File: src/hdl/bf_pkg.sv
package bf_pkg;

    // request side widths
    localparam int ADDR_W = 27;
    localparam int ID_W   = 8;
    localparam int CMD_W  = 64;

    // filter geometry
    localparam int FILTER_W    = 10;
    localparam int FILTER_SIZE = 1 << FILTER_W;
    localparam int NUM_BANKS   = 2;

    typedef logic [ADDR_W-1:0]   addr_t;
    typedef logic [ID_W-1:0]     id_t;
    typedef logic [CMD_W-1:0]    cmd_word_t;
    typedef logic [FILTER_W-1:0] bank_addr_t;

    typedef enum logic [2:0] {
        MODE_IDLE       = 3'd0,
        MODE_INSERT     = 3'd1,
        MODE_REMOVE     = 3'd2,
        MODE_QUERY      = 3'd3,
        MODE_CODE_LOAD  = 3'd4,
        MODE_CODE_MATCH = 3'd5
    } bf_mode_e;

    // mode switch words
    localparam cmd_word_t CMD_IDLE       = 64'h7EA7BA0F2EA9BA08;
    localparam cmd_word_t CMD_INSERT     = 64'hAFE0D0FDBF0FAFC0;
    localparam cmd_word_t CMD_REMOVE     = 64'hAECF0EAFBEABBCBF;
    localparam cmd_word_t CMD_QUERY      = 64'hFEA0AFE0B0FFA0EF;
    localparam cmd_word_t CMD_CODE_LOAD  = 64'hF0E0FEA0BACFEFAC;
    localparam cmd_word_t CMD_CODE_MATCH = 64'hCEAFE0AC0FEF0AE0;

    // code load framing, marker at each end of the word
    localparam int          MARK_W        = 5;
    localparam logic [4:0]  CODE_MARK_HI  = 5'b01010;
    localparam logic [4:0]  CODE_MARK_LO  = 5'b10101;
    localparam int          CODE_MASK_LSB = 32;
    localparam int          CODE_CODE_LSB = 5;

    // insert/remove key position in a data word
    localparam int KEY_LSB = 0;

    // shift-xor hashes work on a 32 bit key
    localparam int HASH_W = 32;
    typedef logic [HASH_W-1:0] hash_word_t;

    localparam hash_word_t HASH_SEED = 32'h811c9dc5;
    localparam int HASH0_SH_A = 13;
    localparam int HASH0_SH_B = 7;
    localparam int HASH1_SH_A = 11;
    localparam int HASH1_SH_B = 3;

endpackage
File: src/hdl/bf_bit_bank.sv
module bf_bit_bank (
    input  logic               clk,
    input  logic               wr_en,
    input  logic               wr_bit,
    input  bf_pkg::bank_addr_t wr_addr,
    input  bf_pkg::bank_addr_t rd_addr_a,
    input  bf_pkg::bank_addr_t rd_addr_b,
    output logic               q_a,
    output logic               q_b
);
    import bf_pkg::*;

    logic mem [FILTER_SIZE];

    always_ff @(posedge clk) begin
        if (wr_en) begin
            mem[wr_addr] <= wr_bit;
        end
    end

    // read before write on a collision
    always_ff @(posedge clk) begin
        q_a <= mem[rd_addr_a];
        q_b <= mem[rd_addr_b];
    end

endmodule

File: config.mk
export PLATFORM = sky130hd
export DESIGN_NAME = bf_bit_bank
export DESIGN_NICKNAME = d
export VERILOG_FILES = /design/src/hdl/bf_pkg.sv /design/src/hdl/bf_bit_bank.sv
export SDC_FILE = /design/constraint.sdc
export NUM_CORES = 2
export LEC_CHECK = 0
export BUFFER_PORTS_ARGS = -buffer_cell sky130_fd_sc_hd__buf_4
export CORE_ASPECT_RATIO = 0.8
export CORE_MARGIN = 2
export CORE_UTILIZATION = 31
export CTS_BUF_LIST = sky130_fd_sc_hd__clkbuf_16
export CTS_CLUSTER_DIAMETER = 80
export DETAILED_ROUTE_END_ITERATION = 7
export PLACE_DENSITY_LB_ADDON = 0.25
export SKIP_LAST_GASP = 1
export SLEW_MARGIN = 20
export SYNTH_ARGS = -nofsm -noshare
export SYNTH_HDL_FRONTEND = slang
export SYNTH_SLANG_ARGS = --single-unit
File: constraint.sdc
create_clock -name clk -period 6.6 [get_ports clk]
set_clock_uncertainty 0.15 [all_clocks]
set_input_delay 0.33 -clock clk [delete_from_list [all_inputs] [get_ports clk]]
set_output_delay 0.33 -clock clk [all_outputs]
set_load 0.1 [all_outputs]
; ---- After elaboration in Yosys (flattened, before gate mapping)
; Memory sizes are Yosys's and may differ from the RTL's. A register that Yosys moved wholly into a read port is not among the register bits.
; Index checks and enable logic that the tools add are counted.
[word_totals]
reg_bits = 0
ram_bits = 1024
inputBits = 33
n_memories = 1
[classes]
mux = 2
[mem_list]
columns = memory, depth, word_bits, read_ports, rd_ports_with_merged_regs, wr, line
row1 = mem, 1024, 1, 2, 2, 1, bf_bit_bank.sv:13  ; logic mem [FILTER_SIZE];
[op_table]
columns = op, count
row1 = two-way mux 1 bit, 2

; ---- Logic depth before layout (Yosys ltp)
[depth]
ltp_word = 2
ltp_mapped = 14
depth_no_buf = 8

; ---- Worst setup path after synthesis
; Ideal clock, no wire load.
[synth_timing]
kind = in2reg
startpoint = input rd_addr_b[1]
endpoint = register q_b, read port of mem
setup_time_ps = 135
arrival_time_ps = 2489
setup_slack_ps = 3826
cell_stages = 12
cell_sequence = buf_2 -> buf_4 -> buf_4 -> buf_2 -> buf_2 -> mux4_2 -> a22oi_1 -> nand3_1 -> o311ai_0 -> a31oi_1 -> o21ai_0 -> o2111ai_1
[synth_lines]
columns = element, line
row1 = start: declaration, bf_bit_bank.sv:7  ; input bf_pkg::bank_addr_t rd_addr_b,
row2 = end: declaration, bf_bit_bank.sv:9  ; output logic q_b

==> impl_metrics.tcl <==
set metrics [dict create \
    status "completed" \
    root_buffer "clkbuf_16" \
    dpl-instance-area_um2 55400 \
    drive_gt1_share_pct 20.6 \
    p_per_area_nw_per_um2 247 \
    start_util_pct 31.3 \
    fp.dieH_um 375 \
    finalSetupTns_ns 0 \
    syn_nets 3893 \
    vias 36093 \
    grt_pass1_vias 34813 \
    hold_class "in2reg" \
    num_io_pins 35 \
    synth_flop_cell "edfxtp_1" \
    avgSynthCellArea_um2 13.8 \
    row_count 135 \
    numPlacedInstances 5858 \
    design_area_um2 59000 \
    grt_use_met3_pct 5.10 \
    cts_buffer_depth 3 \
    drt_iter0_markers 5474 \
    final_common_cell "nor2_1" \
    fp.dieW_um 467 \
    p_leak_nw 17.5 \
    min_period_ns 3.73 \
    nets 3750 \
    relSlewSlack_pct 17.8 \
    ys_ff_latch 1026 \
    final_cell_mix "nor2_1, edfxtp_1, mux4_2" \
    critPathKind "in2reg" \
    crit_slowest_cell "nor3_1" \
    crit_path_end_kind "register" \
    core-area_um2 170000 \
    h-tree-depth 3 \
    synth-edff-count 1024 \
    fmax_mhz 268 \
    io_buffer_count 34 \
    clock_latency_ns 0.75 \
    required_ns 7.11 \
    post-dp-hpwl_mm 109 \
    cp_slowest_stage_delay_ns 0.86 \
    busiest_layer "met1" \
    crit_path_start_kind "input port" \
    stdcell_count 6073 \
    crit_path_max_fanout 26 \
    ys_seq_area_share_pct 57.9 \
    clkTransAtPathRegs_ns 0.07 \
    crit_buf_inv 2 \
    synthToLayoutAreaGrowth_pct 10.8 \
    cap_violations 0 \
    path_delay_family "simple AND/OR/NAND/NOR gates" \
    antenna_found_initial 18 \
    syn_inst 3860 \
    die-area_um2 175000 \
    cts_tree "done" \
    netlist_area_um2 53200 \
    ant_nets 0 \
    drv_slew 0 \
    reg2reg_slack_ns 3.40 \
    finalHoldViolCount 0 \
    period_share_pct 56.6 \
    ir_drop_uv 203 \
    numCtsBuffers 107 \
    cts.sinks 1026 \
    drc 0 \
    viasPerCell 5.94 \
    cts_resized 0 \
    async_flop_share_pct 0 \
    setup_violations 0 \
    worstPathCellList "buf_4, buf_4, nand2_1, nor3_1, nor4_1, and3_1, nor3_1, o21ai_0, o2111ai_1" \
    cts_setup_buffers 0 \
    track_usage_pct 22.1 \
    cp.arrival_ns 4.24 \
    grt_overflow 0 \
    ys_warn_count 0 \
    grt_start_max_net_pins 257 \
    rsz0062_at_grt "no" \
    routedWlPerCell_um 32.3 \
    grt_pass1_wl_mm 274 \
    grtUsageMet1_pct 32.8 \
    first_pass_iters 6 \
    tightest_slew_ns 1.23 \
    gp_congestion 0.833 \
    drt-total-wl_mm 196 \
    use_met2_pct 32.2 \
    ys_types 63 \
]
-- where the power goes --
group / switching [mW] / internal, mW
Clock: 2.74 / 3.33
Combinational: 0.873 / 0.440
Sequential: 0.00707 / 7.17
-- path summary, 6_finish.rpt --
kind / start / end / cells after the start
worst min register to register: mem[192]$_DFFE_PP_ / q_a$_DFF_P_ / 6
worst max-delay path: rd_addr_b[4] / q_b$_DFF_P_ / 9
worst max register to register: mem[566]$_DFFE_PP_ / q_b$_DFF_P_ / 6
worst min-delay path: wr_en / mem[513]$_DFFE_PP_ / 3
-- through the flow --
| step | util [%] | hold slack (ns) | total power, mW | setup slack (ns) |
|---|---|---|---|---|
| 6_report | 34.7 | 0.0741 | 14.6 | 2.87 |
| 5_1_grt | 34.7 | 0.0446 | 14.9 | 2.92 |
| 4_1_cts | 34.7 | 0.0221 | 14.6 | 3.10 |
| 3_5_place_dp | 32.6 | 0.604 | 8.60 | 2.34 |
| 3_3_place_gp | 32.6 | 0.619 | 8.60 | 1.81 |
| 2_1_floorplan | - | 0.279 | 8.08 | 3.83 |
-- layout make-up --
| class | instances | area [um^2] |
|---|---|---|
| Fill cell | 16726 | 111000 |
| Multi-Input combinational cell | 2426 | 20600 |
| Timing Repair Buffer | 143 | 1300 |
| Clock inverter | 92 | 658 |
| Inverter | 13 | 48.8 |
| Sequential cell | 1026 | 30800 |
| Antenna cell | 4 | 10.0 |
| Clock buffer | 109 | 2730 |
| Tap cell | 2260 | 2830 |
-- Yosys cell counts (5+ instances only) --
library cell	n	area (um^2)
nor2_1	1058	3970
edfxtp_1	1024	30700
mux4_2	425	9570
mux2i_1	224	2240
clkbuf_1	196	736
nand2_1	155	582
a21oi_1	84	420
o221ai_1	83	727
buf_1	75	282
o22ai_1	50	313
buf_2	49	245
nor3_1	46	230
a22oi_1	37	278
buf_4	37	278
buf_6	36	405
nand3_1	31	155
o21ai_0	28	140
nor2b_1	23	144
nand4_1	13	81.3
a211oi_1	12	90.1
nor3b_1	11	82.6
inv_1	10	37.5
mux4_1	10	263
nand2b_1	10	62.6
nor4_1	10	62.6
a2111oi_0	9	78.8
a31oi_1	9	56.3
and3_1	8	50.1
o311ai_0	8	70.1
and2_1	7	43.8
a22o_1	6	52.6
or3_1	6	37.5
a221oi_1	5	43.8
o211ai_1	5	37.5
-- routing by layer --
metal	part of all wire, %	up-vias
met1	43	19322
met2	43	1918
met4	2.6	10
li1	-	14549
met3	10	294
met5	0.039	-
-- flip-flops by register name (all words and copies together), names as in the netlist --
name,flops
q_a,1
mem,1024
q_b,1
-- timing repair --
item	CTS	global route
hold endpoints to repair	128	0
hold buffers	10	0
endpoints found under the setup margin	0	0
-- worst min-delay path, cell delays in order --
cell and delay [ns]:
buf_4 0.21, nand3_2 0.17, nor2_1 0.07
-- cell families after synthesis --
group	Yosys count	synth area share, %
multiplexers	665	22.9
flip-flops	1026	57.9
AND/OR/NAND/NOR	1399	10.7
buffers and inverters	408	3.82
AO/OA/AOI/OAI	362	4.78
Note: power is estimated with default switching activity, not from simulation.
