**src/hdl/bf_pkg.sv**
```systemverilog
package bf_pkg;

    // request side widths
    localparam int ADDR_W = 27;
    localparam int ID_W   = 8;
    localparam int CMD_W  = 64;

    // filter geometry
    localparam int FILTER_W    = 10;
    localparam int FILTER_SIZE = 1 << FILTER_W;
    localparam int NUM_BANKS   = 2;

    typedef logic [ADDR_W-1:0]   addr_t;
    typedef logic [ID_W-1:0]     id_t;
    typedef logic [CMD_W-1:0]    cmd_word_t;
    typedef logic [FILTER_W-1:0] bank_addr_t;

    typedef enum logic [2:0] {
        MODE_IDLE       = 3'd0,
        MODE_INSERT     = 3'd1,
        MODE_REMOVE     = 3'd2,
        MODE_QUERY      = 3'd3,
        MODE_CODE_LOAD  = 3'd4,
        MODE_CODE_MATCH = 3'd5
    } bf_mode_e;

    // mode switch words
    localparam cmd_word_t CMD_IDLE       = 64'h7EA7BA0F2EA9BA08;
    localparam cmd_word_t CMD_INSERT     = 64'hAFE0D0FDBF0FAFC0;
    localparam cmd_word_t CMD_REMOVE     = 64'hAECF0EAFBEABBCBF;
    localparam cmd_word_t CMD_QUERY      = 64'hFEA0AFE0B0FFA0EF;
    localparam cmd_word_t CMD_CODE_LOAD  = 64'hF0E0FEA0BACFEFAC;
    localparam cmd_word_t CMD_CODE_MATCH = 64'hCEAFE0AC0FEF0AE0;

    // code load framing, marker at each end of the word
    localparam int          MARK_W        = 5;
    localparam logic [4:0]  CODE_MARK_HI  = 5'b01010;
    localparam logic [4:0]  CODE_MARK_LO  = 5'b10101;
    localparam int          CODE_MASK_LSB = 32;
    localparam int          CODE_CODE_LSB = 5;

    // insert/remove key position in a data word
    localparam int KEY_LSB = 0;

    // shift-xor hashes work on a 32 bit key
    localparam int HASH_W = 32;
    typedef logic [HASH_W-1:0] hash_word_t;

    localparam hash_word_t HASH_SEED = 32'h811c9dc5;
    localparam int HASH0_SH_A = 13;
    localparam int HASH0_SH_B = 7;
    localparam int HASH1_SH_A = 11;
    localparam int HASH1_SH_B = 3;

endpackage
```
**src/hdl/bf_cmd_ctrl.sv**
```systemverilog
module bf_cmd_ctrl (
    input  logic              clk,
    input  logic              rst_n,
    input  logic              csr_req,
    input  bf_pkg::cmd_word_t csr_data,
    output logic              csr_ack,
    output bf_pkg::bf_mode_e  mode,
    output logic              wr_en,
    output logic              wr_bit,
    output bf_pkg::addr_t     wr_key,
    output logic              code_load,
    output bf_pkg::cmd_word_t code_word
);
    import bf_pkg::*;

    typedef enum logic [1:0] {
        HS_IDLE,
        HS_ACK,
        HS_WAIT
    } hs_state_e;

    hs_state_e hs_state;
    hs_state_e hs_next;
    logic      take;
    logic      is_mode_word;
    bf_mode_e  new_mode;

    // a word is taken once, while ack is still low
    assign take    = csr_req && (hs_state == HS_IDLE);
    assign csr_ack = (hs_state != HS_IDLE);

    always_comb begin
        hs_next = hs_state;
        case (hs_state)
            HS_IDLE: begin
                if (csr_req) begin
                    hs_next = HS_ACK;
                end
            end
            HS_ACK: begin
                if (csr_req) begin
                    hs_next = HS_WAIT;
                end else begin
                    hs_next = HS_IDLE;
                end
            end
            HS_WAIT: begin
                if (!csr_req) begin
                    hs_next = HS_IDLE;
                end
            end
            default: hs_next = HS_IDLE;
        endcase
    end

    // mode word decode
    always_comb begin
        is_mode_word = 1'b1;
        new_mode     = mode;
        case (csr_data)
            CMD_IDLE:       new_mode = MODE_IDLE;
            CMD_INSERT:     new_mode = MODE_INSERT;
            CMD_REMOVE:     new_mode = MODE_REMOVE;
            CMD_QUERY:      new_mode = MODE_QUERY;
            CMD_CODE_LOAD:  new_mode = MODE_CODE_LOAD;
            CMD_CODE_MATCH: new_mode = MODE_CODE_MATCH;
            default:        is_mode_word = 1'b0;
        endcase
    end

    always_ff @(posedge clk) begin
        if (!rst_n) begin
            hs_state  <= HS_IDLE;
            mode      <= MODE_IDLE;
            wr_en     <= 1'b0;
            code_load <= 1'b0;
        end else begin
            hs_state  <= hs_next;
            wr_en     <= take && !is_mode_word
                         && ((mode == MODE_INSERT) || (mode == MODE_REMOVE));
            code_load <= take && !is_mode_word && (mode == MODE_CODE_LOAD);
            if (take && is_mode_word) begin
                mode <= new_mode;
            end
        end
    end

    // data word payload, qualified by the strobes above
    always_ff @(posedge clk) begin
        if (take) begin
            wr_bit    <= (mode == MODE_INSERT);
            wr_key    <= csr_data[KEY_LSB +: ADDR_W];
            code_word <= csr_data;
        end
    end

endmodule

```
**config.mk**
```make
export PLATFORM = sky130hd
export DESIGN_NAME = bf_cmd_ctrl
export DESIGN_NICKNAME = d
export VERILOG_FILES = /design/src/hdl/bf_pkg.sv /design/src/hdl/bf_cmd_ctrl.sv
export SDC_FILE = /design/constraint.sdc
export NUM_CORES = 1
export LEC_CHECK = 0
export BUFFER_PORTS_ARGS = -buffer_cell sky130_fd_sc_hd__buf_4
export CAP_MARGIN = 20
export CORE_MARGIN = 2
export CORE_UTILIZATION = 25
export CTS_CLUSTER_DIAMETER = 150
export CTS_CLUSTER_SIZE = 14
export DETAILED_ROUTE_END_ITERATION = 6
export SETUP_SLACK_MARGIN = 0.1
export SKIP_LAST_GASP = 1
export SYNTH_ARGS = -nofsm -noshare
export SYNTH_HDL_FRONTEND = slang
export SYNTH_SLANG_ARGS = --single-unit
```
**constraint.sdc**
```tcl
create_clock -name clk -period 13.9 [get_ports clk]
set_input_delay 2.78 -clock clk [delete_from_list [all_inputs] [get_ports clk]]
set_output_delay 2.78 -clock clk [all_outputs]
set_load 0.03 [all_outputs]
```
Word-level counts from Yosys, hierarchy flattened
Cells that the tools add are included.

Equality and inequality tests: 13. Mux-type cells: 6. Reduce and logical (&&, ||, !) cells: 13.

Operator list (number): $eq 64x64->1 const B (5); $eq 64x63->1 const B (1); $pmux 3 s6 (1); $mux 2 (3); $pmux 2 s3 (1); $reduce_bool 6->1 (1); $reduce_or 6->1 (1); $logic_and 1x1->1 (5); $ne 2x2->1 const B (2); $reduce_and 2->1 (2); $eq 3x1->1 const B (1); $eq 3x2->1 const B (1); $eq 3x3->1 const B (1); $eq 2x1->1 const B (1); $eq 2x2->1 const B (1); $logic_not 2->1 (1); $reduce_bool 2->1 (1); $logic_not 1->1 (1); $logic_or 1x1->1 (1); $mux 1 (1).

Register bits after elaboration: 99. Input bits: 67. Output and inout port bits: 98. Logic and storage cells: 39.

Depth between registers and ports, before layout
Depth after elaboration: 6. Depth in mapped cells: 7. Gate-level depth less buffers: 7.

Worst setup path before layout
Ideal clock, no wire load.

Path kind: input-to-reg. Start point: in csr_req. End point: reg wr_en. Setup time: 99 ps. Data arrival time: 6298 ps. Path slack: 7503 ps. Stages: 4. Cell sequence: inv_1 nor2_1 nand2_1 nor4_1.

Longest elaborated chain between the ends: 3.

Ends and longest elaborated chain: start: declaration (RTL line bf_cmd_ctrl.sv:4) `input logic csr_req,`; $logic_and 1x1->1 (RTL line bf_cmd_ctrl.sv:29) `assign take = csr_req && (hs_state == HS_IDLE);`; net take (RTL line bf_cmd_ctrl.sv:24) `logic take;`; $logic_and 1x1->1 (RTL line bf_cmd_ctrl.sv:79) `wr_en <= take && !is_mode_word`; $logic_and 1x1->1 (RTL line bf_cmd_ctrl.sv:80) `&& ((mode == MODE_INSERT) || (mode == MODE_REMOVE));`; end signal: assignment (RTL line bf_cmd_ctrl.sv:79); end: declaration (RTL line bf_cmd_ctrl.sv:8) `output logic wr_en,`.

The timed path passes the listed nets, and every way through them passes these cells. A chain may end at the register's enable or synchronous reset.

Worst setup path in the final report
Start point: in csr_data[24]. End point: reg mode[1].

Longest elaborated chain between the ends: 5. Elaborated cells between the ends (all ways): 12.

Ends and longest elaborated chain: start: declaration (RTL line bf_cmd_ctrl.sv:5) `input bf_pkg::cmd_word_t csr_data,`; $eq 64x64->1 / $eq 64x63->1 (equally long branches) (RTL line bf_cmd_ctrl.sv:60) `case (csr_data)`; $reduce_or 6->1 (no source line); $mux 1 (RTL line bf_cmd_ctrl.sv:60); $logic_and 1x1->1 (RTL line bf_cmd_ctrl.sv:82) `if (take && is_mode_word) begin`; $reduce_and 2->1 (no source line); end signal: assignment (RTL line bf_cmd_ctrl.sv:83) `mode <= new_mode;`; end: declaration (RTL line bf_cmd_ctrl.sv:7) `output bf_pkg::bf_mode_e mode,`.

Parallel ways exist; a longest one is shown, timed or not.

==> metrics.md <==
| Metric | Value |
|---|---|
| R2R cell count | 5 |
| Register area share after synthesis | 0.629 |
| Synthesized area | about 3300 um^2 |
| Startpoint Class | primary input |
| GR Overflow Total | 0 |
| CP endpoint kind | register |
| Multi-input combinational cell area | a little over 1000 um^2 |
| Power per Cell Area | between 100 and 150 nW/um^2 |
| Final setup viols | 0 |
| First-pass GRT wire length | 16.2 mm |
| Fin crit share | 0.334 |
| H-Tree Depth | 3 |
| CP required | about 14000 ps |
| Crit-path max FO | 4 |
| Vias in the first global route | between 2000 and 3000 |
| Max_cap viols | 0 |
| Biggest area consumer among synthesized cells | edfxtp_1 |
| Share of the synthesized area in the top cell type | 0.587 |
| Post-synth top cells | edfxtp_1, buf_4, nor4_1 |
| Most frequent cell after synthesis | edfxtp_1 |
| Pre-antenna DRT Iters | 4 |
| Synthesized area per cell | around 13 um^2 |
| Post-DRT Antenna Nets | 0 |
| Pin count of the biggest net entering global routing | 65 |
| Global Route Usage Sum | 0.155 |
| Die area | roughly 14000 um^2 |
| Synth top area cells | edfxtp_1, buf_4, dfxtp_1 |
| FP Rows | 42 |
| WL/cell | 19.0 um |
| Initial antenna violation count | 0 |
| Register area | around 2100 um^2 |
| CP startpoint | csr_data[24] |
| Int Power | approximately 460 uW |
| Ant diodes | 0 |
| Critical Path Max Stage Delay | approximately 560 ps |
| Setup CP Type | primary input to register |
| Slew HR | 0.341 |
| CTS resizes | 0 |
| CTS tree | done |
| GP Congestion | around 0.92 |
| Setup TNS | 0 ps |
| CTS root buf | clkbuf_16 |
| DR vias | around 2800 |
| Prevailing post-synth register cell | edfxtp_1 |
| Crit path to | mode[1] |
| Fin. max-slew vios | 0 |
| CP max-delay cell | or4_4 |
| Layout Nets | approximately 470 |
| Endpoints failing hold | 0 |
| Post-CTS Setup Repair Bufs | 0 |
| Worst Path Arrival | slightly below 5000 ps |
| IR Drop Worst-Case VDD | roughly 0.05 mV |
| Clock buffer count from CTS | 9 |
| Final Util | 0.375 |
| Clk_lat worst skew | 340 ps |
| Post-synthesis register bit count | 72 |
| Seq pwr share | 0.417 |
| Clock share of power | 0.421 |
| Syn_nets | around 320 |
| Drt via density | 4.75 |
| Reg-to-Reg End | mode[1] |
| CTS Buffer Depth | 2 |
| Clock Sinks | just over 70 |
| I/O Pins | 165 |
| Initial Util | 0.253 |
| # DRC | 0 |
| Hold Path Class | register to register |
| # port buffers | around 160 |
| Critical hold path startpoint | mode[2] |
| Layout cells sized above 1 | 0.473 |
| Final Skew | approximately 4.2 ps |
| Critical R2R Launch | hs_state[1] |
| Crit-path cells | buf_4 -> or4_4 -> nor4_4 -> inv_1 -> nor3_2 -> a32o_2 -> o21ai_2 -> a32o_1 |
| Post-Route WL | roughly 11 mm |
| Die X | between 100 and 150 um |
| Post-DP HPWL | about 8.7 mm |
| Hold_buf cts | 0 |
| Reg-to-reg setup timing slack | between 10000 and 15000 ps |
| Reported net switching power | between 150 and 200 uW |
| Core Box Area | between 10000 and 15000 um^2 |
| Comb pwr share | 0.162 |
| Unrepaired setup endpoints after global routing | no |
| Die height | 119 um |
| Clk slew on worst S/H paths | ~60 ps |
| Number of enable flip-flop cells after synthesis | 65 |
| Yosys warning total | 0 |
| Fill cells | between 1000 and 1500 |
| Synth async-reset ratio | 0 |
| Status | finished clean |
| Synth-to-Final Area Change | 48.2% |
| Worst Tran Pin Value | ~970 ps |
| Synth Instances | between 200 and 300 |
| Final min period | 4640 ps |
| Fmax | 216 MHz |
| Sw Share | 0.251 |
| Static Leak | just under 0.002 uW |
| DRT iter0 DRCs | 248 |
| Distinct cells, synth | 46 |
[cells in the final DEF, fill, tap and decap left out, types with 2 or more instances in the layout]
cell,count
dfxtp_1,7
clkbuf_16,9
nand4bb_1,2
or2_2,2
nor2_1,9
and4_1,5
buf_4,165
nand3b_1,3
nand4b_1,4
nand2b_1,5
or3_1,3
a21boi_0,2
bufinv_16,3
nand2_1,17
and3_1,8
clkinv_1,2
nand4_1,12
edfxtp_1,65
inv_1,6
nor3_1,6
nand3_1,11
nor4_2,2
or4b_1,2
nor4_1,19
and4b_1,2
or4_1,6
nor4b_1,7
[metal layers]
metal  track usage  routed length [um]
met2         0.271                5600
met3        0.0493                 754
met1         0.177                4570
met5             0                   0
met4        0.0544                 208
[logic make-up after synthesis]
kind of cell | Yosys count | synth area share
XOR/XNOR | 2 | 0.00527
AO/OA/AOI/OAI | 13 | 0.0327
AND/OR/NAND/NOR | 134 | 0.262
buffers and inverters | 33 | 0.0677
flip-flops | 72 | 0.629
multiplexers | 1 | 0.00301
[metrics by stage]
stage	worst slack (ps)	instances	cell area (um^2)	power [uW]	hold WS, ps
global placement	8650	569	4590	361	493
finish	9260	586	4930	616	513
global route	9160	586	4930	636	525
floorplan	7500	255	3330	315	570
CTS	9320	586	4930	623	511
detailed placement	8960	570	4590	362	497
[state kept, by name, indices dropped and copies added, names as in the netlist]
register / cells
code_word: 38
code_load: 1
mode: 3
hs_state: 2
wr_key: 26
wr_bit: 1
wr_en: 1
[final cells by class]
class | instances | area share
sequential | 72 | 0.424
timing repair buffer | 166 | 0.252
multi-input combinational | 150 | 0.206
clock buffer | 9 | 0.0457
tap | 176 | 0.0447
clock inverter | 7 | 0.0223
inverter | 6 | 0.00457
[worst min path at each step]
| stage | end | cells past startpoint |
|---|---|---|
| after floorplan | hs_state[1] | 2 |
| after global placement | code_load | 2 |
| after detailed placement | code_load | 2 |
| after CTS | code_load | 2 |
| after global routing | code_load | 2 |
| final | code_load | 2 |
[worst max-delay path, delay by kind of cell]
family / cells / cell delay [ps]
simple gates: 3 / 1190
compound gates: 3 / 600
buf+inv: 2 / 290
[power by group through the flow]
| stage | logic, uW | clock network [uW] | registers [uW] |
|---|---|---|---|
| floorplan | 28.1 | 0 | 287 |
| global placement | 100 | 0 | 261 |
| detailed placement | 100 | 0 | 262 |
| CTS | 101 | 265 | 257 |
| global route | 104 | 274 | 258 |
| finish | 99.7 | 259 | 257 |
(Power assumes the default switching activity.)
