==> config.mk <==
export PLATFORM = sky130hd
export DESIGN_NAME = bf_code_match
export DESIGN_NICKNAME = d
export VERILOG_FILES = /design/src/hdl/bf_pkg.sv /design/src/hdl/bf_code_match.sv
export SDC_FILE = /design/constraint.sdc
export NUM_CORES = 1
export LEC_CHECK = 0
export BUFFER_PORTS_ARGS = -buffer_cell sky130_fd_sc_hd__buf_2
export CAP_MARGIN = 30
export CELL_PAD_IN_SITES_DETAIL_PLACEMENT = 1
export CELL_PAD_IN_SITES_GLOBAL_PLACEMENT = 2
export CORE_MARGIN = 4
export CORE_UTILIZATION = 29
export DETAILED_ROUTE_END_ITERATION = 10
export GPL_ROUTABILITY_DRIVEN = 0
export GPL_TIMING_DRIVEN = 0
export PLACE_DENSITY_LB_ADDON = 0.1
export REMOVE_ABC_BUFFERS = 1
export SLEW_MARGIN = 10
export SYNTH_ARGS = -nofsm -noshare
export SYNTH_HDL_FRONTEND = slang
export SYNTH_SLANG_ARGS = --single-unit
==> constraint.sdc <==
create_clock -name clk -period 2.1 [get_ports clk]
set_input_delay 0.42 -clock clk [delete_from_list [all_inputs] [get_ports clk]]
set_output_delay 0.42 -clock clk [all_outputs]
set_load 0.02 [all_outputs]
==> src/hdl/bf_pkg.sv <==
package bf_pkg;

    // request side widths
    localparam int ADDR_W = 27;
    localparam int ID_W   = 8;
    localparam int CMD_W  = 64;

    // filter geometry
    localparam int FILTER_W    = 10;
    localparam int FILTER_SIZE = 1 << FILTER_W;
    localparam int NUM_BANKS   = 2;

    typedef logic [ADDR_W-1:0]   addr_t;
    typedef logic [ID_W-1:0]     id_t;
    typedef logic [CMD_W-1:0]    cmd_word_t;
    typedef logic [FILTER_W-1:0] bank_addr_t;

    typedef enum logic [2:0] {
        MODE_IDLE       = 3'd0,
        MODE_INSERT     = 3'd1,
        MODE_REMOVE     = 3'd2,
        MODE_QUERY      = 3'd3,
        MODE_CODE_LOAD  = 3'd4,
        MODE_CODE_MATCH = 3'd5
    } bf_mode_e;

    // mode switch words
    localparam cmd_word_t CMD_IDLE       = 64'h7EA7BA0F2EA9BA08;
    localparam cmd_word_t CMD_INSERT     = 64'hAFE0D0FDBF0FAFC0;
    localparam cmd_word_t CMD_REMOVE     = 64'hAECF0EAFBEABBCBF;
    localparam cmd_word_t CMD_QUERY      = 64'hFEA0AFE0B0FFA0EF;
    localparam cmd_word_t CMD_CODE_LOAD  = 64'hF0E0FEA0BACFEFAC;
    localparam cmd_word_t CMD_CODE_MATCH = 64'hCEAFE0AC0FEF0AE0;

    // code load framing, marker at each end of the word
    localparam int          MARK_W        = 5;
    localparam logic [4:0]  CODE_MARK_HI  = 5'b01010;
    localparam logic [4:0]  CODE_MARK_LO  = 5'b10101;
    localparam int          CODE_MASK_LSB = 32;
    localparam int          CODE_CODE_LSB = 5;

    // insert/remove key position in a data word
    localparam int KEY_LSB = 0;

    // shift-xor hashes work on a 32 bit key
    localparam int HASH_W = 32;
    typedef logic [HASH_W-1:0] hash_word_t;

    localparam hash_word_t HASH_SEED = 32'h811c9dc5;
    localparam int HASH0_SH_A = 13;
    localparam int HASH0_SH_B = 7;
    localparam int HASH1_SH_A = 11;
    localparam int HASH1_SH_B = 3;

endpackage
==> src/hdl/bf_code_match.sv <==
module bf_code_match (
    input  logic              clk,
    input  logic              rst_n,
    input  logic              code_load,
    input  bf_pkg::cmd_word_t code_word,
    input  bf_pkg::addr_t     addr,
    output logic              match
);
    import bf_pkg::*;

    addr_t mask;
    addr_t code;
    logic  framed;

    assign framed = (code_word[CMD_W-1 -: MARK_W] == CODE_MARK_HI)
                    && (code_word[MARK_W-1:0] == CODE_MARK_LO);

    // unframed words leave the old code in place
    always_ff @(posedge clk) begin
        if (!rst_n) begin
            mask <= '0;
            code <= '0;
        end else if (code_load && framed) begin
            mask <= code_word[CODE_MASK_LSB +: ADDR_W];
            code <= code_word[CODE_CODE_LSB +: ADDR_W];
        end
    end

    assign match = ((addr & mask) == (code & mask));

endmodule

Word-level counts from Yosys, hierarchy flattened. Index checks and enable logic that the tools add are counted. Widths: inputs -> output; s select.

Register bits: 54. Input bits: 94.

Equal/unequal tests: 3. Reductions and logical operators: 2. Bitwise operators: 2.

Operators by type and width (count): $and 27x27->27 (2); $eq 27x27->1 (1); $eq 5x4->1 const B (1); $eq 5x5->1 const B (1); $logic_and 1x1->1 (2).

Longest topological paths before layout. Gate-level depths: netlist (run 1).

Depth after elaboration: 3. Depth in mapped cells: 6. Mapped depth without buffers: 5.

Worst setup path after synthesis (run 1). Ideal clock, no wire load.

Kind: input port to flip-flop. From: in code_word[59]. To: reg code[0]. Setup time: 0.118 ns. Arrival time: 1.882 ns. Data required time: 1.982 ns. Slack: 0.099 ns. Stages on the path: 6. Cells stage by stage: or4b_4 or4_4 buf_6 buf_8 nand2_1 a21boi_2.

Longest elaborated chain between the ends: 3.

RTL lines: start: declaration (RTL line bf_code_match.sv:5) `input bf_pkg::cmd_word_t code_word,`; $eq 5x4->1 (RTL line bf_code_match.sv:15) `assign framed = (code_word[CMD_W-1 -: MARK_W] == CODE_MARK_HI)`; $logic_and 1x1->1 (RTL line bf_code_match.sv:16) `&& (code_word[MARK_W-1:0] == CODE_MARK_LO);`; $logic_and 1x1->1 (RTL line bf_code_match.sv:23) `end else if (code_load && framed) begin`; end signal: assignment (RTL line bf_code_match.sv:25) `code <= code_word[CODE_CODE_LSB +: ADDR_W];`; end: declaration (RTL line bf_code_match.sv:12) `addr_t code;`.

Every way passes these cells. A chain may end at the register's enable or synchronous reset.

Worst setup path after layout (run 1).
From: reg code[5]. To: out match.

Longest elaborated chain between the ends: 2.

RTL lines: $and 27x27->27 (RTL line bf_code_match.sv:29) `assign match = ((addr & mask) == (code & mask));`; $eq 27x27->1 (RTL line bf_code_match.sv:29); end: declaration (RTL line bf_code_match.sv:7) `output logic match`.

Every way passes these cells.

==> results of run 1 <==
==> tightest hold or removal path: stages <==
cell,delay (ns)
buf_2,0.09
nand2_1,0.06
a21boi_2,0.04
==> final timing paths <==
| check | from | to | slack, ns | cells past startpoint |
|---|---|---|---|---|
| max | code[5]$_SDFFE_PN0P_ | match | -0.09 | 6 |
| min | code_word[33] | mask[1]$_SDFFE_PN0P_ | 0.35 | 3 |
| max reg2reg | mask[20]$_SDFFE_PN0P_ | mask[20]$_SDFFE_PN0P_ | 1.43 | 2 |
| min reg2reg | mask[12]$_SDFFE_PN0P_ | mask[12]$_SDFFE_PN0P_ | 0.47 | 2 |
==> layer usage <==
metal / vias to the layer above / wire length (µm)
li1: 1107 / -
met1: 994 / 2890
met2: 53 / 3240
met3: 5 / 421
met4: 2 / 26
met5: - / 13
==> cells by family after synthesis <==
logic type	after synthesis
buffers and inverters	16
AND/OR/NAND/NOR	117
AO/OA/AOI/OAI	67
XOR/XNOR	27
flip-flops	54
==> synthesized netlist by cell type <==
cell | instances | area (µm²)
a21boi_0 | 4 | 30.0
a21boi_2 | 50 | 563
a221oi_1 | 1 | 8.76
a222oi_1 | 1 | 10.0
a22o_1 | 1 | 8.76
a22oi_1 | 10 | 75.1
buf_6 | 6 | 67.6
buf_8 | 5 | 75.1
clkbuf_1 | 5 | 18.8
dfxtp_1 | 54 | 1080
nand2_1 | 109 | 409
nand4_1 | 3 | 18.8
nand4b_1 | 1 | 8.76
nor3_1 | 1 | 5.00
nor4_4 | 1 | 21.3
or4_4 | 1 | 11.3
or4b_4 | 1 | 13.8
xor2_1 | 27 | 236
==> placed cells by master (no fill, tap or decap), types with 3 or more instances in the layout <==
master,count
nand2_1,109
buf_2,93
dfxtp_1,53
a21boi_2,50
xor2_1,27
a22oi_1,10
clkbuf_8,6
a21boi_0,4
nand4_1,3
buf_6,3
buf_4,3
==> power groups by stage <==
stage	clock network [mW]	registers [mW]	logic, mW
3_3_place_gp	0	1.05	0.152
2_1_floorplan	0	1.05	0.0415
4_1_cts	0.652	1.02	0.155
3_5_place_dp	0	1.05	0.153
6_report	0.616	1.02	0.150
5_1_grt	0.690	1.02	0.167
==> per-stage QoR <==
| step | std cells | power, mW |
|---|---|---|
| 4_1_cts | 479 | 1.83 |
| 3_3_place_gp | 467 | 1.20 |
| 3_5_place_dp | 471 | 1.20 |
| 6_report | 481 | 1.79 |
| 5_1_grt | 481 | 1.88 |
| 2_1_floorplan | 265 | 1.09 |
==> flip-flops by register name, indices dropped and copies added, names as in the netlist <==
name / flops
code: 27
mask: 27
==> cell type report <==
| cell class | count | area [µm²] |
|---|---|---|
| well taps | 108 | 135 |
| fillers | 1066 | 5570 |
| clock buffers | 6 | 82.6 |
| repair buffers | 100 | 537 |
| clock inverters | 2 | 12.5 |
| flip-flops and latches | 54 | 1080 |
| multi-input cells | 211 | 1430 |
==> repair_timing <==
action / in CTS / in global routing
gates resized for setup: 4 / 0
endpoints found under the setup margin: 1 / 16
pin swaps: 1 / 2
buffers inserted: 0 / 2
==> impl_results.md, run 1 <==
* Outcome: complete, but fails checks
* Failing checks: negative setup slack
* RSZ-0062 raised after global routing: true
* Tmin final at 2.19 ns
* Die H at 104 µm
* Synthesized area at 2660 µm²
* VDD IR-drop max at a little under 0.3 mV
* Tightest Pin Transition at 0.832 ns
* Tcrit/Tclk final at 1.04
* Synth warn at 0
* Yosys cell types at 18
* Comb pwr share at 0.084
* Crit-path cells: xor2_1, a22o_1, a221oi_2, nand4_1, nor3_2, buf_4
* Share of power burned in registers at 0.572
* Max Root-Sink Buffers at 2
* Die area at roughly 11000 µm²
* Syn-to-layout area delta at 23.2%
* Leakage power at 1.28 nW
* WL/cell at about 14 µm
* Worst path max stage delay at around 0.33 ns
* Post-layout net count at 466
* Number of I/O port buffers at 94
* Starting density of the core at 0.301
* Crit start category: flop
* Post-synthesis sequential area ratio at 0.406
* Switching part of the total at 0.227
* Hold_ws at between 0.3 and 0.4 ns
* Fmax achieved at approximately 460 MHz
* Fin worst setup slack at -0.0893 ns
* Final hold vios at 0
* Relative slew margins at 0.445
* Adder-cell share of the synthesized area at 0
* Dpl ws at -0.283 ns
* Max cap viols at 0
* Initial drt markers at 31
* Met3 global-route usage at 0.0429
* Clk Latency, worst-skew pair at 0.30 ns
* H-tree Lvls at 2
* Top delay family on crit path: compound AO/OA/AOI/OAI gates
* Final setup fails at 1
* Mux cell area share after synthesis at 0
* Final instance area at 3280 µm²
* CTS tree: done
* Simple-gate share of the synthesized area at 0.183
* CTS root buffer: clkbuf_8
* Total number of vias at 2161
* Synthesized instance count at approximately 280
* WP data required at 1.68 ns
* Global-route wire length before repair at between 10000 and 15000 µm
* Gr busiest metal: met2
* Main combinational cell family by area after synthesis: compound AO/OA/AOI/OAI gates
* Post-DP HPWL at ~4800 µm
* Post-synthesis compound-gate area fraction at 0.261
* Cell Area, Placed at 3160 µm²
* Vias in the first global route at 2273
* Drt pass-1 iters at 4
* ANT nets after route at 0
* Crit Path Max Fanout at 2
* M2 GR Usage at 0.205
* WP data arrival at 1.77 ns
* Slowest stage cell on the critical path: dfxtp_2
* Num CTS Buffers at 5
* Post-Syn Area per Cell at about 9.5 µm²
* Largest net degree at the start of global routing at 55
* # diodes at 0
* Core area at just under 9000 µm²
* Reg clk slew, reported paths at around 0.10 ns
* Vias per cell at 4.49
* CP Capture Type: primary output
* Die width at about 100 µm
* Flops & latches, synth at between 50 and 60
* Clock power frac at 0.344
* TritonCTS Sinks at between 50 and 60
* DRC viols at 0
* Row count at 34
* Internal cell power at about 1.4 mW
* Final Skew at 0 ns
* Final core utilization at 0.371
* Max Transition Viols Final at 0
* NetSw at just over 0.4 mW
* GRT met1 Usage at 0.150
* Grt ovf at 0
* Kind of critical path: reg -> out
* Final wirelength at around 6600 µm
* Pwr Density at approximately 550 nW/µm²
* Initial antenna violation count at 1
* Layout cell share with drive strength beyond 1 at 0.440
* Xor/xnor share of the synthesized area at 0.0888
* Buffers & Inverters on Critical Path at 1
* Global-route usage over all layers at 0.122
* Io pins at 95
* Worst Hold Class: in -> reg
* # hold bufs at CTS at 0
* Setup TNS at -0.0893 ns
Note: power is estimated with default switching activity, not from simulation.
==> run 2, diff against run 1 <==
- ABC_AREA: unset -> 1
- CORE_UTILIZATION: 29 -> 25
- CTS_CLUSTER_DIAMETER: unset -> 100
==> impl_results.md, run 2 <==
* Outcome: completed (was complete, but fails checks)
* Core area at 9420 µm² (was 8850 µm²)
* Syn-to-layout area delta at 27.5% (was 23.2%)
* CTS root buffer: clkbuf_8 (unchanged)
* Die width at 107 µm (was 104 µm)
* Number of I/O port buffers at 94 (unchanged)
* Post-layout net count at 556 (was 466)
* Most common cell after layout, fill and taps aside: nor2_1 (was nand2_1)
* Fin worst setup slack at 0.111 ns (was -0.0893 ns)
* # hold bufs at CTS at 0 (unchanged)
* Reg clk slew, reported paths at 0.10 ns (about the same)
* Share of Yosys cell area claimed by the top area cell type at 0.439 (was 0.406)
* DRC viols at 0 (unchanged)
* TritonCTS Sinks at 54 (unchanged)
* Row count at 35 (was 34)
* Die H at 107 µm (was 104 µm)
* Fmax achieved at 503 MHz (was 457 MHz)
* Commonest cells after routing, fill and taps aside: nor2_1, buf_2, nand2_1, o21ai_0, dfxtp_1 (was nand2_1, buf_2, dfxtp_1, a21boi_2, xor2_1)
* Io pins at 95 (unchanged)
* Crit start category: flop (unchanged)
* Most common cell in the netlist: nor2_1 (was nand2_1)
* Vias in the first global route at 2560 (was 2273)
* FFs w/ async S/R, synth at 0 (unchanged)
* Grt ovf at 0 (unchanged)
* Worst R2R Path Depth at 2 (unchanged)
* Post-CTS Setup Repair Bufs at 0 (unchanged)
* Vias per cell at 4.26 (was 4.49)
* RSZ-0062 raised after global routing: false (was true)
* Final Skew at 0 ns (unchanged)
* Max Root-Sink Buffers at 2 (unchanged)
* Pwr Density at 592 nW/µm² (was 545 nW/µm²)
* Largest net degree at the start of global routing at 55 (unchanged)
* Dpl ws at -0.00577 ns (was -0.283 ns)
* Tcrit/Tclk final at 0.947 (was 1.04)
* Inst Count DP at 584 (was 471)
* Tmin final at 1.99 ns (was 2.19 ns)
* WP data required at 1.68 ns (about the same)
* Total number of vias at 2523 (was 2161)
* CP Capture Type: primary output (unchanged)
* Post-CTS Resized at 0 (was 4)
* Post-synth EDFFs at 0 (unchanged)
* Initial drt markers at 59 (was 31)
* Hold_ws at 0.355 ns (was 0.345 ns)
* Num CTS Buffers at 5 (unchanged)
* VDD IR-drop max at 0.242 mV (was 0.297 mV)
* Synth warn at 0 (unchanged)
* Max Transition Viols Final at 0 (unchanged)
* Leakage power at 1.36 nW (was 1.28 nW)
* Hold EP: mask[11]$_SDFFE_PN0P_ (was mask[1]$_SDFFE_PN0P_)
* Synthesized area at 2460 µm² (was 2660 µm²)
* Largest cells by area after synthesis: dfxtp_1, nor2_1, o21ai_0 (was dfxtp_1, a21boi_2, nand2_1)
* Reg-to-Reg Start: code[4]$_SDFFE_PN0P_ (was mask[20]$_SDFFE_PN0P_)
* WP data arrival at 1.57 ns (was 1.77 ns)
* Global-route wire length before repair at 11300 µm (was 10800 µm)
* Initial antenna violation count at 0 (was 1)
* Synthesized instance count at 375 (was 281)
* H-tree Lvls at 2 (unchanged)
* Regs by FF count: code: 27 flops, mask: 27 flops (unchanged)
* Relative slew margins at 0.417 (was 0.445)
* Layout cell share with drive strength beyond 1 at 0.248 (was 0.440)
* Post-synthesis sequential area ratio at 0.439 (was 0.406)
* Final hold vios at 0 (unchanged)
* Worst Hold Class: in -> reg (unchanged)
* Crit Path Max Fanout at 3 (was 2)
* Die area at 11500 µm² (was 10800 µm²)
* Final setup fails at 0 (was 1)
* CTS tree: done (unchanged)
* Post-DP HPWL at 4910 µm (was 4790 µm)
* Post-synth top area cell: dfxtp_1 (unchanged)
* Max cap viols at 0 (unchanged)
* Reg2reg end: code[4]$_SDFFE_PN0P_ (was mask[20]$_SDFFE_PN0P_)
* Clk Latency, worst-skew pair at 0.30 ns (about the same)
* Post-synth top cells: nor2_1, nand2_1, o21ai_0, dfxtp_1, inv_1 (was nand2_1, dfxtp_1, a21boi_2, xor2_1, a22oi_1)
* Synth Flop Type: dfxtp_1 (unchanged)
* Final wirelength at 6890 µm (was 6590 µm)
* Starting density of the core at 0.262 (was 0.301)
* Layout Cells excl Fill at 592 (was 481)
* Yosys cell types at 14 (was 18)
* ANT nets after route at 0 (unchanged)
* Tightest Pin Transition at 0.875 ns (was 0.832 ns)
* Worst hold path startpoint: code_word[43] (was code_word[33])
* Kind of critical path: reg -> out (unchanged)
* Drt pass-1 iters at 4 (unchanged)
* Flops & latches, synth at 54 (unchanged)
* Post-Syn Area per Cell at 6.57 µm² (was 9.48 µm²)
* Worst Hold Depth at 3 (unchanged)
* WL/cell at 11.6 µm (was 13.7 µm)
* Reg2Reg Setup Slack at 1.50 ns (was 1.43 ns)
* Global-route usage over all layers at 0.122 (about the same)
* # diodes at 0 (unchanged)
run 2: changes by cell type after synthesis, sizes merged, moves of 3 or more:
cell	delta
a22oi	-10
buf	-6
clkbuf	+5
nand3	+22
or2	+5
nand2	-53
o21ai	+55
nand3b	+4
inv	+23
a21boi	-54
xor2	-27
nor2	+139
nand4	-3
run 2: worst max-delay path by stage:
stage | from | to | slack [ns] | cells after the start
after floorplan | code_word[1] | code[0]$_SDFFE_PN0P_ | 0.45 | 7
after global placement | code_word[1] | mask[5]$_SDFFE_PN0P_ | -0.51 | 8
after detailed placement | code_word[1] | mask[20]$_SDFFE_PN0P_ | -0.006 | 9
after CTS | code[15]$_SDFFE_PN0P_ | match | 0.004 | 7
after global routing | code[15]$_SDFFE_PN0P_ | match | 0.005 | 7
final | code[15]$_SDFFE_PN0P_ | match | 0.11 | 7
run 2: layout make-up:
cell class / count / area [µm²]
fillers: 1255 / 6270
multi-input cells: 282 / 1200
flip-flops and latches: 54 / 1080
repair buffers: 95 / 493
well taps: 129 / 161
clock buffers: 8 / 110
inverters: 24 / 95.1
run 2: critical path, cell delays in order (launching register included):
cell and delay (ns):
dfxtp_2 0.34, or2_2 0.29, nand3_1 0.07, nand2_1 0.06, nor2_2 0.14, nand3_1 0.10, nor2_1 0.10, buf_4 0.15
run 2: report_power, final:
| part | internal, mW | switching, mW | leakage (nW) |
|---|---|---|---|
| Sequential | 1.02 | 0.000426 | 0.435 |
| Combinational | 0.0821 | 0.0684 | 0.870 |
| Clock | 0.334 | 0.350 | 0.0575 |
run 2: kinds of logic after synthesis:
group | count (synthesis) | synth area share
compound gates | 55 | 0.112
simple gates | 227 | 0.373
flops | 54 | 0.439
buf+inv | 39 | 0.0767
run 2: layer usage:
metal  part of all wire  wire length, µm  track usage
met1               0.46             3160        0.149
met2               0.47             3250        0.210
met3              0.062              426       0.0342
met4             0.0074               51       0.0301
met5                  0                0            0
run 2: stage by stage:
step	util	cell area, µm²	power [mW]	setup TNS [ns]
floorplan	-	2370	1.09	0
global route	0.334	3140	1.96	0
detailed placement	0.321	3020	1.20	-0.00892
CTS	0.333	3130	1.90	0
finish	0.334	3140	1.86	0
global placement	0.319	3000	1.20	-27.06
